[config.mk]
export PLATFORM = sky130hd
export DESIGN_NAME = dmm_top
export DESIGN_NICKNAME = d
export VERILOG_FILES = /design/src/hdl/acq_pkg.sv /design/src/hdl/regmap_pkg.sv /design/src/hdl/spi_port_if.sv /design/src/hdl/dmm_top.sv /design/src/hdl/output_mode_mux.sv /design/src/hdl/sample_acq_pc.sv /design/src/hdl/spi_port_mux.sv /design/src/hdl/spi_reg_set.sv
export SDC_FILE = /design/constraint.sdc
export NUM_CORES = 1
export LEC_CHECK = 0
export BUFFER_PORTS_ARGS = -buffer_cell sky130_fd_sc_hd__buf_4
export CORE_ASPECT_RATIO = 1.2
export CORE_MARGIN = 5
export CORE_UTILIZATION = 47
export CTS_CLUSTER_DIAMETER = 120
export DETAILED_ROUTE_END_ITERATION = 16
export SYNTH_ARGS = -nofsm -noshare
export SYNTH_HDL_FRONTEND = slang
export SYNTH_SLANG_ARGS = --single-unit
[constraint.sdc]
create_clock -name clk -period 7.8 [get_ports clk]
set_input_delay 1.56 -clock clk [delete_from_list [all_inputs] [get_ports clk]]
set_output_delay 1.56 -clock clk [all_outputs]
set_load 0.02 [all_outputs]
[src/hdl/acq_pkg.sv]
/* output side: alternate function modes, output vector layout,
   acquisition and activity light constants */
package acq_pkg;

  typedef enum logic [2:0] {
    MODE_DIRECT  = 3'd0,
    MODE_ZERO    = 3'd1,
    MODE_ONES    = 3'd2,
    MODE_PATTERN = 3'd3,
    MODE_ACQ     = 3'd4   // 5..7 drive zero
  } mode_t;

  ////////////////////////////////////////
  // output vector, lsb up
  localparam int unsigned OUT_W      = 25;
  localparam int unsigned LEDS_POS   = 0;
  localparam int unsigned LEDS_W     = 4;
  localparam int unsigned MON_POS    = 4;
  localparam int unsigned MON_W      = 8;
  localparam int unsigned SPI_INT_POS = 12;
  localparam int unsigned MEAS_POS   = 13;
  localparam int unsigned PC1_POS    = 14;
  localparam int unsigned PC2_POS    = 15;
  localparam int unsigned AZMUX_POS  = 16;
  localparam int unsigned AZMUX_W    = 4;
  localparam int unsigned CMPR_POS   = 20;
  localparam int unsigned REFMUX_POS = 21;
  localparam int unsigned REFMUX_W   = 4;

  typedef logic [OUT_W-1:0] out_vec_t;

  localparam int unsigned PC_COUNT_W      = 24;   // precharge length
  localparam int unsigned ACT_HOLD_CYCLES = 64;   // activity led stretch
  localparam int unsigned ACT_CNT_W       = 7;

endpackage

[src/hdl/regmap_pkg.sv]
/* register map of the control FPGA: addresses, word and frame format,
   and the peripheral SPI port constants */
package regmap_pkg;

  ////////////////////////////////////////
  // register words
  localparam int unsigned REG_W      = 32;
  localparam int unsigned REG_ADDR_W = 7;

  typedef logic [REG_W-1:0]      reg_word_t;
  typedef logic [REG_ADDR_W-1:0] reg_addr_t;

  localparam reg_addr_t REG_SPI_MUX   = 7'd0;  // peripheral port enables
  localparam reg_addr_t REG_4094      = 7'd1;  // bit 0 drives 4094 oe
  localparam reg_addr_t REG_MODE      = 7'd2;  // alternate function select
  localparam reg_addr_t REG_DIRECT    = 7'd3;
  localparam reg_addr_t REG_STATUS    = 7'd4;  // read only
  localparam reg_addr_t REG_APERTURE  = 7'd5;
  localparam reg_addr_t REG_PRECHARGE = 7'd6;

  ////////////////////////////////////////
  // spi frame, command byte then data
  localparam int unsigned SPI_CMD_BITS   = 8;   // bit 7 write flag, 6..0 address
  localparam int unsigned SPI_FRAME_BITS = 40;
  localparam int unsigned BIT_CNT_W      = 6;   // saturates, long frames never commit

  localparam logic [7:0] STATUS_MAGIC = 8'hAA;
  localparam int unsigned HW_FLAGS_W  = 3;

  // peripheral ports on chip select 2
  localparam int unsigned SPI_PORTS = 8;
  localparam logic [SPI_PORTS-1:0] SPI_CS_POLARITY = 8'b0000_0001;  // 4094 strobe active hi

endpackage

[src/hdl/spi_port_if.sv]
`timescale 1ns/100ps
/* bundle of the eight peripheral spi ports behind chip select 2 */
interface spi_port_if;
  import regmap_pkg::*;

  logic [SPI_PORTS-1:0] sck;   // one bit per port
  logic [SPI_PORTS-1:0] mosi;
  logic [SPI_PORTS-1:0] cs;    // polarity per port
  logic [SPI_PORTS-1:0] miso;

  // the mux drives the port side
  modport ctrl (
    output sck, mosi, cs,
    input  miso
  );

  // attached devices answer on miso
  modport periph (
    input  sck, mosi, cs,
    output miso
  );

endinterface

[src/hdl/dmm_top.sv]
`timescale 1ns/100ps
/* dmm control fpga top: spi register set, 4094 port routing,
   precharge sequencer and output function mux */
module dmm_top (
  input  logic                              clk,
  input  logic                              rst_n_i,
  input  logic                              spi_sck_i,
  input  logic                              spi_sdi_i,
  input  logic                              spi_ss_i,
  input  logic                              spi_cs2_i,
  input  logic [regmap_pkg::HW_FLAGS_W-1:0] hw_flags_i,
  input  logic                              u1004_4094_data_i,
  output logic                              spi_sdo_o,
  output logic                              glb_4094_data_o,
  output logic                              glb_4094_clk_o,
  output logic                              glb_4094_strobe_o,
  output logic                              glb_4094_oe_o,
  output logic [acq_pkg::LEDS_W-1:0]        leds_o,
  output logic [acq_pkg::MON_W-1:0]         monitor_o,
  output logic                              spi_interrupt_ctl_o,
  output logic                              meas_complete_o,
  output logic                              sig_pc1_sw_o,
  output logic                              sig_pc2_sw_o,
  output logic [acq_pkg::AZMUX_W-1:0]       azmux_o,
  output logic                              cmpr_latch_o,
  output logic [acq_pkg::REFMUX_W-1:0]      refmux_o
);
  import regmap_pkg::*;
  import acq_pkg::*;

  logic                  reg_sdo, ss_act, cs2_act, sck_sync, sdi_sync;
  reg_word_t             reg_spi_mux, reg_4094, reg_direct, reg_aperture;
  mode_t                 reg_mode;
  logic [PC_COUNT_W-1:0] reg_precharge;
  logic                  acq_pc, acq_led;
  logic [MON_W-1:0]      acq_monitor;
  out_vec_t              out_vec;

  spi_port_if ports_if ();

  spi_reg_set u_reg_set (
    .clk, .rst_n_i, .spi_sck_i, .spi_sdi_i, .spi_ss_i, .spi_cs2_i, .hw_flags_i,
    .spi_sdo_o       (reg_sdo),   // via the port mux
    .ss_act_o        (ss_act),
    .sck_sync_o      (sck_sync),
    .sdi_sync_o      (sdi_sync),
    .cs2_act_o       (cs2_act),
    .reg_spi_mux_o   (reg_spi_mux),
    .reg_4094_o      (reg_4094),
    .reg_mode_o      (reg_mode),
    .reg_direct_o    (reg_direct),
    .reg_aperture_o  (reg_aperture),
    .reg_precharge_o (reg_precharge)
  );

  ////////////////////////////////////////
  // peripheral spi, port 0 is the 4094 chain
  spi_port_mux u_port_mux (
    .cs2_act_i  (cs2_act),
    .sck_i      (sck_sync),
    .sdi_i      (sdi_sync),
    .enable_i   (reg_spi_mux[SPI_PORTS-1:0]),
    .ss_act_i   (ss_act),
    .reg_dout_i (reg_sdo),
    .ports      (ports_if.ctrl),
    .spi_sdo_o  (spi_sdo_o)
  );

  assign ports_if.miso     = {{(SPI_PORTS-1){1'b0}}, u1004_4094_data_i};   // 4094 chain tail
  assign glb_4094_data_o   = ports_if.mosi[0];
  assign glb_4094_clk_o    = ports_if.sck[0];
  assign glb_4094_strobe_o = ports_if.cs[0];
  assign glb_4094_oe_o     = reg_4094[0];   // off until host enables

  sample_acq_pc u_acq (
    .clk, .rst_n_i,
    .aperture_i  (reg_aperture),
    .precharge_i (reg_precharge),
    .pc_ctl_o    (acq_pc),
    .led_o       (acq_led),
    .monitor_o   (acq_monitor)
  );

  output_mode_mux u_mode_mux (
    .clk, .rst_n_i,
    .mode_i        (reg_mode),
    .direct_i      (reg_direct),
    .activity_i    (ss_act | cs2_act),   // either chip select
    .acq_pc_i      (acq_pc),
    .acq_led_i     (acq_led),
    .acq_monitor_i (acq_monitor),
    .out_o         (out_vec)
  );

  ////////////////////////////////////////
  // output vector onto pins
  assign leds_o              = out_vec[LEDS_POS +: LEDS_W];
  assign monitor_o           = out_vec[MON_POS +: MON_W];
  assign spi_interrupt_ctl_o = out_vec[SPI_INT_POS];
  assign meas_complete_o     = out_vec[MEAS_POS];
  assign sig_pc1_sw_o        = out_vec[PC1_POS];
  assign sig_pc2_sw_o        = out_vec[PC2_POS];
  assign azmux_o             = out_vec[AZMUX_POS +: AZMUX_W];
  assign cmpr_latch_o        = out_vec[CMPR_POS];
  assign refmux_o            = out_vec[REFMUX_POS +: REFMUX_W];

endmodule

[src/hdl/output_mode_mux.sv]
`timescale 1ns/100ps
/* alternate function select onto the output vector, with test pattern
   counter and stretched activity light */
module output_mode_mux (
  input  logic                      clk,
  input  logic                      rst_n_i,
  input  acq_pkg::mode_t            mode_i,
  input  regmap_pkg::reg_word_t     direct_i,
  input  logic                      activity_i,
  input  logic                      acq_pc_i,
  input  logic                      acq_led_i,
  input  logic [acq_pkg::MON_W-1:0] acq_monitor_i,
  output acq_pkg::out_vec_t         out_o
);
  import regmap_pkg::*;
  import acq_pkg::*;

  reg_word_t            pattern_q;
  logic [ACT_CNT_W-1:0] hold_q;
  logic                 act_led;
  reg_word_t            src;

  ////////////////////////////////////////
  // pattern counter and led stretch
  always_ff @(posedge clk) begin
    if (!rst_n_i) begin
      pattern_q <= '0;
      hold_q    <= '0;
    end else begin
      pattern_q <= pattern_q + 1'b1;
      if (activity_i) begin
        hold_q <= ACT_CNT_W'(ACT_HOLD_CYCLES);   // reload while busy
      end else if (hold_q != '0) begin
        hold_q <= hold_q - 1'b1;
      end
    end
  end

  assign act_led = activity_i | (hold_q != '0);

  always_comb begin
    src = '0;
    case (mode_i)
      MODE_DIRECT:  src = {direct_i[REG_W-1:1], act_led};   // led 0 shows spi activity
      MODE_ZERO:    src = '0;
      MODE_ONES:    src = '1;
      MODE_PATTERN: src = pattern_q;
      MODE_ACQ: begin
        src[LEDS_POS]          = acq_led_i;
        src[MON_POS +: MON_W]  = acq_monitor_i;
        src[PC1_POS]           = acq_pc_i;
      end
      default:      src = '0;
    endcase
  end

  // registered, pins glitch free
  always_ff @(posedge clk) begin
    if (!rst_n_i) begin
      out_o <= '0;
    end else begin
      out_o <= src[OUT_W-1:0];
    end
  end

endmodule

[src/hdl/sample_acq_pc.sv]
`timescale 1ns/100ps
/* precharge sample sequencer: alternates precharge and sample phases
   with lengths taken from the registers */
module sample_acq_pc (
  input  logic                           clk,
  input  logic                           rst_n_i,
  input  regmap_pkg::reg_word_t          aperture_i,
  input  logic [acq_pkg::PC_COUNT_W-1:0] precharge_i,
  output logic                           pc_ctl_o,
  output logic                           led_o,
  output logic [acq_pkg::MON_W-1:0]      monitor_o
);
  import regmap_pkg::*;
  import acq_pkg::*;

  logic             phase_q;   // 1 precharge, 0 sample
  reg_word_t        cnt_q;     // cycles left in phase
  reg_word_t        pre_len, ap_len;
  logic             led_q;
  logic [MON_W-2:0] cyc_q;     // completed cycles

  // zero length treated as one cycle
  assign pre_len = (precharge_i == '0) ? reg_word_t'(1) : reg_word_t'(precharge_i);
  assign ap_len  = (aperture_i == '0) ? reg_word_t'(1) : aperture_i;

  always_ff @(posedge clk) begin
    if (!rst_n_i) begin
      phase_q <= 1'b1;   // start in precharge
      cnt_q   <= reg_word_t'(1);
      led_q   <= 1'b0;
      cyc_q   <= '0;
    end else if (cnt_q <= reg_word_t'(1)) begin
      phase_q <= ~phase_q;
      if (phase_q) begin
        cnt_q <= ap_len;    // into sample
      end else begin
        cnt_q <= pre_len;   // new precharge, cycle done
        led_q <= ~led_q;
        cyc_q <= cyc_q + 1'b1;
      end
    end else begin
      cnt_q <= cnt_q - 1'b1;
    end
  end

  assign pc_ctl_o  = phase_q;
  assign led_o     = led_q;
  assign monitor_o = {cyc_q, phase_q};

endmodule

[src/hdl/spi_port_mux.sv]
`timescale 1ns/100ps
/* routes chip select 2 traffic onto the enabled peripheral ports
   and picks the sdo source */
module spi_port_mux (
  input  logic                             cs2_act_i,
  input  logic                             sck_i,
  input  logic                             sdi_i,
  input  logic [regmap_pkg::SPI_PORTS-1:0] enable_i,
  input  logic                             ss_act_i,
  input  logic                             reg_dout_i,   // register set shift out
  spi_port_if.ctrl                         ports,
  output logic                             spi_sdo_o
);
  import regmap_pkg::*;

  logic [SPI_PORTS-1:0] act_vec;
  logic                 port_miso;

  assign act_vec = {SPI_PORTS{cs2_act_i}};

  // disabled ports held low
  assign ports.sck  = enable_i & act_vec & {SPI_PORTS{sck_i}};
  assign ports.mosi = enable_i & act_vec & {SPI_PORTS{sdi_i}};
  assign ports.cs   = enable_i & (act_vec ^ ~SPI_CS_POLARITY);   // per port polarity

  assign port_miso = |(ports.miso & enable_i);

  // register reads win over port traffic
  always_comb begin
    if (ss_act_i) begin
      spi_sdo_o = reg_dout_i;
    end else if (cs2_act_i) begin
      spi_sdo_o = port_miso;
    end else begin
      spi_sdo_o = 1'b0;   // bus idle
    end
  end

endmodule

[src/hdl/spi_reg_set.sv]
`timescale 1ns/100ps
/* host register set: spi slave sampled in the clk domain, frame decode,
   writable registers and the read only status word */
module spi_reg_set (
  input  logic                              clk,
  input  logic                              rst_n_i,
  input  logic                              spi_sck_i,
  input  logic                              spi_sdi_i,
  input  logic                              spi_ss_i,      // active low
  input  logic                              spi_cs2_i,     // active low
  input  logic [regmap_pkg::HW_FLAGS_W-1:0] hw_flags_i,
  output logic                              spi_sdo_o,
  output logic                              ss_act_o,
  output logic                              sck_sync_o,
  output logic                              sdi_sync_o,
  output logic                              cs2_act_o,
  output regmap_pkg::reg_word_t             reg_spi_mux_o,
  output regmap_pkg::reg_word_t             reg_4094_o,
  output acq_pkg::mode_t                    reg_mode_o,
  output regmap_pkg::reg_word_t             reg_direct_o,
  output regmap_pkg::reg_word_t             reg_aperture_o,
  output logic [acq_pkg::PC_COUNT_W-1:0]    reg_precharge_o
);
  import regmap_pkg::*;
  import acq_pkg::*;

  logic [3:0]              meta_q, sync_q;   // {cs2, ss, sdi, sck}
  logic                    sck_q, ss_q;
  logic                    sck_rise, sck_fall, ss_end;
  logic [BIT_CNT_W-1:0]    bit_cnt_q;
  reg_word_t               rx_q, tx_q;
  logic [SPI_CMD_BITS-1:0] cmd_q, cmd_next;
  reg_word_t               rd_word, status_w;
  reg_word_t               reg_spi_mux_q, reg_4094_q, reg_mode_q;
  reg_word_t               reg_direct_q, reg_aperture_q, reg_precharge_q;

  ////////////////////////////////////////
  // pin synchronizers and edges
  always_ff @(posedge clk) begin
    if (!rst_n_i) begin
      meta_q <= 4'b1100;   // selects idle high
      sync_q <= 4'b1100;
      sck_q  <= 1'b0;
      ss_q   <= 1'b1;
    end else begin
      meta_q <= {spi_cs2_i, spi_ss_i, spi_sdi_i, spi_sck_i};
      sync_q <= meta_q;
      sck_q  <= sync_q[0];
      ss_q   <= sync_q[2];
    end
  end

  assign sck_sync_o = sync_q[0];
  assign sdi_sync_o = sync_q[1];
  assign ss_act_o   = ~sync_q[2];
  assign cs2_act_o  = ~sync_q[3];
  assign sck_rise   = sync_q[0] & ~sck_q;
  assign sck_fall   = ~sync_q[0] & sck_q;
  assign ss_end     = sync_q[2] & ~ss_q;   // ss released, commit point

  ////////////////////////////////////////
  // frame bit counter
  always_ff @(posedge clk) begin
    if (!rst_n_i || !ss_act_o) begin
      bit_cnt_q <= '0;
    end else if (sck_rise && bit_cnt_q != '1) begin
      bit_cnt_q <= bit_cnt_q + 1'b1;
    end
  end

  assign cmd_next = {rx_q[SPI_CMD_BITS-2:0], sdi_sync_o};   // byte incl. current bit
  assign status_w = {{(REG_W - HW_FLAGS_W - 8){1'b0}}, hw_flags_i, STATUS_MAGIC};

  // read value, addressed by the finishing command byte
  always_comb begin
    case (reg_addr_t'(cmd_next[REG_ADDR_W-1:0]))
      REG_SPI_MUX:   rd_word = reg_spi_mux_q;
      REG_4094:      rd_word = reg_4094_q;
      REG_MODE:      rd_word = reg_mode_q;
      REG_DIRECT:    rd_word = reg_direct_q;
      REG_STATUS:    rd_word = status_w;
      REG_APERTURE:  rd_word = reg_aperture_q;
      REG_PRECHARGE: rd_word = reg_precharge_q;
      default:       rd_word = '0;
    endcase
  end

  // shift registers, sample on rise, sdo moves on fall
  always_ff @(posedge clk) begin
    if (!ss_act_o) begin
      tx_q <= '0;
    end else if (sck_rise) begin
      rx_q <= {rx_q[REG_W-2:0], sdi_sync_o};
      if (bit_cnt_q == BIT_CNT_W'(SPI_CMD_BITS - 1)) begin
        cmd_q <= cmd_next;
        tx_q  <= rd_word;   // msb out before first data rise
      end
    end else if (sck_fall && bit_cnt_q > BIT_CNT_W'(SPI_CMD_BITS)) begin
      tx_q <= {tx_q[REG_W-2:0], 1'b0};
    end
  end

  assign spi_sdo_o = tx_q[REG_W-1];

  ////////////////////////////////////////
  // write commit at end of a full frame
  always_ff @(posedge clk) begin
    if (!rst_n_i) begin
      reg_spi_mux_q   <= '0;
      reg_4094_q      <= '0;
      reg_mode_q      <= '0;
      reg_direct_q    <= '0;
      reg_aperture_q  <= '0;
      reg_precharge_q <= '0;
    end else if (ss_end && bit_cnt_q == BIT_CNT_W'(SPI_FRAME_BITS) &&
                 cmd_q[SPI_CMD_BITS-1]) begin
      case (reg_addr_t'(cmd_q[REG_ADDR_W-1:0]))
        REG_SPI_MUX:   reg_spi_mux_q   <= rx_q;
        REG_4094:      reg_4094_q      <= rx_q;
        REG_MODE:      reg_mode_q      <= rx_q;
        REG_DIRECT:    reg_direct_q    <= rx_q;
        REG_APERTURE:  reg_aperture_q  <= rx_q;
        REG_PRECHARGE: reg_precharge_q <= rx_q;
        default: ;   // status and unknown, dropped
      endcase
    end
  end

  assign reg_spi_mux_o   = reg_spi_mux_q;
  assign reg_4094_o      = reg_4094_q;
  assign reg_mode_o      = mode_t'(reg_mode_q[$bits(mode_t)-1:0]);
  assign reg_direct_o    = reg_direct_q;
  assign reg_aperture_o  = reg_aperture_q;
  assign reg_precharge_o = reg_precharge_q[PC_COUNT_W-1:0];

endmodule

Word-level counts from Yosys, hierarchy flattened
Index checks and enable logic that the tools add are counted.
- add/sub/neg operators: 5
- $lt $le $gt $ge: 2
- equal/unequal tests: 18
- muxes and demuxes: 18
- bitwise gates (word level): 18
- reductions and logical operators: 26
- operators with widths (kind ; number):
    $pmux W32 S7 ; 1
    $mux W32 ; 6
    $eq A7 B3 Y1 const B ; 5
    $add A32 B1 Y32 const B ; 1
    $le A32 B1 Y1 const B ; 1
    $logic_not A32 Y1 ; 1
    $pmux W8 S4 ; 1
    $sub A32 B1 Y32 const B ; 1
    $pmux W10 S3 ; 1
    $eq A7 B2 Y1 const B ; 4
    $logic_not A24 Y1 ; 1
    $mux W24 ; 1
    $reduce_and A2 Y1 ; 9
    $eq A7 B1 Y1 const B ; 2
    $logic_not A7 Y1 ; 2
    $mux W7 ; 2
    $pmux W3 S3 ; 1
    $and A1 B8 Y8 ; 1
    $not A1 Y1 ; 8
    $pmux W1 S4 ; 2
    $reduce_or A8 Y1 ; 1
    $add A7 B1 Y7 const B ; 1
    $and A1 B1 Y1 ; 7
    $reduce_bool A7 Y1 ; 1
    19 further kinds ; 26
- register bits: 385
- input port bits: 10
- output and inout port bits: 30
- logic and storage cells: 109

Longest topological paths before layout
- depth in word-level cells: 5
- mapped depth: 9
- mapped depth without buffers: 7

Cells and area by module
Synthesis repeated with hierarchy kept, for this count alone.
- cell total of the unflattened synthesis: 1972
- area total of the unflattened synthesis: 17755.8 µm²
- modules (own cells, without submodules) (module ; instances ; cells an instance ; area an instance (µm²)):
    spi_reg_set ; 1 ; 1343 ; 12391.9
    sample_acq_pc ; 1 ; 300 ; 2627.5
    output_mode_mux ; 1 ; 294 ; 2488.6
    spi_port_mux ; 1 ; 33 ; 237.7
    dmm_top ; 1 ; 2 ; 10.0

Worst setup path after synthesis
Ideal clock, no wire load.
- path kind: input-to-output
- from: input u1004_4094_data_i
- to: output spi_sdo_o
- arrival: 1.861 ns
- data required time: 6.240 ns
- slack: 4.379 ns
- cell stages on the path: 2
- buffers on the path: 0
- cells stage by stage: nand3_1 -> o21ai_0
- longest elaborated chain between the ends: 4
- ends and longest elaborated chain (item ; line ; source):
    start, declared ; dmm_top.sv:12 ; input logic u1004_4094_data_i,
    $and A1 B8 Y8 ; spi_port_mux.sv:26 ; assign port_miso = |(ports.miso & enable_i);
    $reduce_or A8 Y1 ; spi_port_mux.sv:26 ;
    $mux W1 ; spi_port_mux.sv:32 ; end else if (cs2_act_i) begin
    $mux W1 ; spi_port_mux.sv:30 ; if (ss_act_i) begin
    end, declared ; dmm_top.sv:13 ; output logic spi_sdo_o,
Every way passes these cells.

Final worst setup path
- from: register u_reg_set.sync_q[1]
- to: output glb_4094_data_o
- longest elaborated chain between the ends: 1
- ends and longest elaborated chain (item ; line ; source):
    start, declared ; spi_reg_set.sv:27 ; logic [3:0] meta_q, sync_q;
    start signal, assigned ; spi_reg_set.sv:47 ; sync_q <= meta_q;
    $and A1 B1 Y1 ; spi_port_mux.sv:23 ; assign ports.mosi = enable_i & act_vec & {SPI_PORTS{sdi_i}};
    end, declared ; dmm_top.sv:14 ; output logic glb_4094_data_o,
Every way passes these cells.

==> flow_summary.json <==
{
  "ys_top_cells_by_area": "dfxtp_1 (41%), edfxtp_1 (7.3%), nand2_1 (7.2%), a21oi_1 (5.9%), mux2i_1 (5.7%)",
  "drive_above_1_share": 0.09232,
  "fmax_mhz": 260.6,
  "ant_nets": 0,
  "hpwl_mm": 32.12,
  "cts_setup_buffers": 0,
  "synthArstFlopShare": 0,
  "path_clk_slew_ns": 0.06,
  "cellPowerDensity_nw_per_um2": 277.9,
  "core_area_sq_um": 34720,
  "gp_congestion": 0.8813,
  "final_cell_mix": "dfxtp_1 (335), nand2_1 (313), a21oi_1 (193)",
  "die_w_um": 180.6,
  "cts_resized": 0,
  "finalSetupViolCount": 0,
  "status": "completed",
  "end_kind": "primary output",
  "synth_seq_area_share": 0.4853,
  "cap_violations": 0,
  "die_area_sq_um": 38780,
  "p_leak_nw": 6.115,
  "p_sw_mw": 1.491,
  "slowest_stage": "dfxtp_4",
  "combPwrFrac": 0.186,
  "synth_xor_area_frac": 0.02721,
  "synth_area_leader_cell": "dfxtp_1",
  "cp_common_cell": "buf_4",
  "start_util": 0.4728,
  "track_usage": 0.2552,
  "h-tree-depth": 2,
  "arrival_ns": 2.28,
  "placementRows": 75,
  "p_int_mw": 3.613,
  "vias": 13980,
  "worstMarginPinSlew_ns": 1.233,
  "die-height_um": 214.7,
  "maxSlewViolCount": 0,
  "netSwitchingFraction": 0.2920,
  "synth_top_area_frac": 0.4122,
  "synth_edf_count": 40,
  "relSlewSlack": 0.1779,
  "worstSetupStartpoint": "u_reg_set.sync_q[1]",
  "fin_crit_ns": 3.838,
  "grt_antenna_before_repair": 0,
  "synth_fa_ha_area_frac": 0.006097,
  "muxShareOfSynthArea": 0.07172,
  "cts_made_buffers": 41,
  "fin_crit_sh": 0.4920,
  "cts_tree": "done",
  "detail_route.wl_per_cell_um": 22.08,
  "hold_violations": 0,
  "fillers": 3242,
  "clock_path_buffers": 3,
  "ys_warn_count": 0,
  "ctsHoldBuffers": 0,
  "wl_mm": 51.35,
  "rr_endpoint": "u_reg_set.tx_q[10]",
  "synth_compound_area_frac": 0.1615,
  "synthesis.area_sq_um": 16420,
  "pin_count": 40,
  "cp.required_ns": 6.24,
  "crit_fanout": 45,
  "drt-vias-per-instance": 6.011,
  "ys_ff_latch": 378,
  "drtIter0Drc": 1153,
  "pwr-share-seq": 0.425,
  "utilization": 0.5289,
  "worst_r2r_path_depth": 6,
  "fin_tns_setup_ns": 0,
  "r2r_slack_ns": 4.48,
  "syn_inst": 1868,
  "critical_path_class": "flop to primary output",
  "slowest_delay_ns": 0.73,
  "synth_top_family_by_area": "simple AND/OR/NAND/NOR gates",
  "diodes": 0,
  "clkLatencyLatePin_ns": 0.54,
  "vdd_drop_max_mv": 0.1809,
  "rsz0062_at_grt": "false",
  "grt_pass1_wl_mm": 79.23,
  "syn-num-nets": 1886,
  "crit_end": "glb_4094_data_o",
  "drcViolationCount": 0,
  "pwr-share-clk": 0.388,
  "syn_avg_cell_area_sq_um": 8.789,
  "r2r-start": "u_reg_set.rx_q[1]",
  "grt_max_degree": 146,
  "final_common_cell": "dfxtp_1",
  "nNetsFinal": 1852,
  "yosys.cell_types.count": 72,
  "root_buffer": "clkbuf_16",
  "portBuffers": 39,
  "synth-simple-area-share": 0.2092,
  "yosys_most_used_dff": "dfxtp_1",
  "skew_ns": 0.01586,
  "clkSinkCount": 378,
  "crit_chain": "buf_4 > and2_1 > buf_4",
  "start_kind": "flop",
  "firstDrtPassIters": 5,
  "hp-class": "flop to flop",
  "first_global_vias": 13260,
  "grt_overflow": 0,
  "areaGrowthSynthToFinish_pct": 11.86
}
-- Yosys cell counts, types with 5 or more instances --
cell / count
a211o_1: 12
a311oi_1: 5
ha_1: 8
a22o_1: 18
nand4_1: 43
a222oi_1: 11
a221oi_1: 12
or3_1: 12
xor2_1: 22
buf_2: 10
nor2_1: 194
clkbuf_1: 122
o221ai_1: 6
nand2_1: 313
inv_1: 22
buf_1: 8
o21ai_0: 22
a21boi_1: 7
dfxtp_1: 338
mux2i_1: 94
and2_1: 17
o21bai_1: 9
xnor2_1: 29
mux2_2: 17
nor4_1: 34
a221o_1: 20
nor3_1: 25
o21ai_1: 13
or4_1: 7
nor2b_1: 11
nor3b_1: 8
nand3_1: 27
a21boi_0: 25
edfxtp_1: 40
nand2b_1: 15
a21oi_1: 193
o22ai_1: 28
-- critical path, delay by kind of cell, from the launching register on --
| family | cells | cell delay (ns) |
|---|---|---|
| buffers and inverters | 2 | 0.74 |
| and+or+nand+nor | 1 | 0.21 |
| DFF | 1 | 0.73 |
-- area by class of cell --
type	count	area [sq um]	area share
Tap cell	462	578.1	0.03148
Sequential cell	378	7974	0.4342
Clock buffer	61	1234	0.06718
Timing Repair Buffer	65	500.5	0.02725
Multi-Input combinational cell	1326	7859	0.4279
Clock inverter	11	131.4	0.007154
Inverter	22	87.58	0.004769
-- cell families (layout without fill, tap and decap cells) --
| kind of cell | after synthesis | after routing |
|---|---|---|
| mux | 115 | 115 |
| buf+inv | 164 | 159 |
| simple gates | 741 | 741 |
| flops | 378 | 378 |
| compound gates | 411 | 411 |
| xor+xnor | 51 | 51 |
| fa+ha+maj | 8 | 8 |
-- sequential cells by signal, indices dropped and copies added (netlist names) --
| name | cells |
|---|---|
| u_acq.cnt_q | 32 |
| u_acq.cyc_q | 7 |
| u_acq.led_o | 1 |
| u_acq.pc_ctl_o | 1 |
| u_mode_mux.hold_q | 7 |
| u_mode_mux.out_o | 25 |
| u_mode_mux.pattern_q | 25 |
| u_reg_set.bit_cnt_q | 6 |
| u_reg_set.cmd_q | 8 |
| u_reg_set.meta_q | 4 |
| u_reg_set.reg_4094_o | 32 |
| u_reg_set.reg_aperture_o | 32 |
| u_reg_set.reg_direct_o | 32 |
| u_reg_set.reg_mode_q | 32 |
| u_reg_set.reg_precharge_q | 32 |
| u_reg_set.reg_spi_mux_o | 32 |
| u_reg_set.rx_q | 32 |
| u_reg_set.sck_q | 1 |
| u_reg_set.ss_q | 1 |
| u_reg_set.sync_q | 4 |
| u_reg_set.tx_q | 32 |
-- power by group through the flow --
stage,Combinational [mW],Clock (mW),Sequential (mW)
2_1_floorplan,0.766,0,2.17
3_3_place_gp,0.926,0,2.21
3_5_place_dp,0.943,0,2.21
4_1_cts,0.947,2.01,2.17
5_1_grt,1.05,2.09,2.18
6_report,0.951,1.98,2.17
-- metal layers --
metal | up-vias | global-route usage | wire, um
li1 | 6552 | - | -
met1 | 6815 | 0.3253 | 20980
met2 | 490 | 0.4394 | 25310
met3 | 118 | 0.02926 | 2782
met4 | 0 | 0.1079 | 2272
met5 | - | 0 | 0
-- worst min-delay path by stage --
stage                                    from             endpoint  slack (ns)  depth (start not counted)
after floorplan           u_reg_set.meta_q[2]  u_reg_set.sync_q[2]        0.39                          1
after global placement    u_reg_set.meta_q[3]  u_reg_set.sync_q[3]        0.40                          1
after detailed placement  u_reg_set.meta_q[3]  u_reg_set.sync_q[3]        0.42                          1
after CTS                 u_reg_set.meta_q[0]  u_reg_set.sync_q[0]        0.43                          1
after global routing      u_reg_set.meta_q[0]  u_reg_set.sync_q[0]        0.46                          1
final                     u_reg_set.meta_q[3]  u_reg_set.sync_q[3]        0.43                          1
-- metrics by stage --
step | hold WS, ns | instance area, sq um | power [mW] | cells | setup slack (ns)
2_1_floorplan | 0.3863 | 16420 | 2.939 | 1868 | 4.379
3_3_place_gp | 0.4026 | 17000 | 3.133 | 2253 | 4.187
3_5_place_dp | 0.4186 | 17000 | 3.152 | 2253 | 4.239
4_1_cts | 0.4318 | 18360 | 5.127 | 2325 | 3.938
5_1_grt | 0.4622 | 18360 | 5.322 | 2325 | 3.853
6_report | 0.4326 | 18360 | 5.104 | 2325 | 3.962
Power figures use the tool's default switching activity.
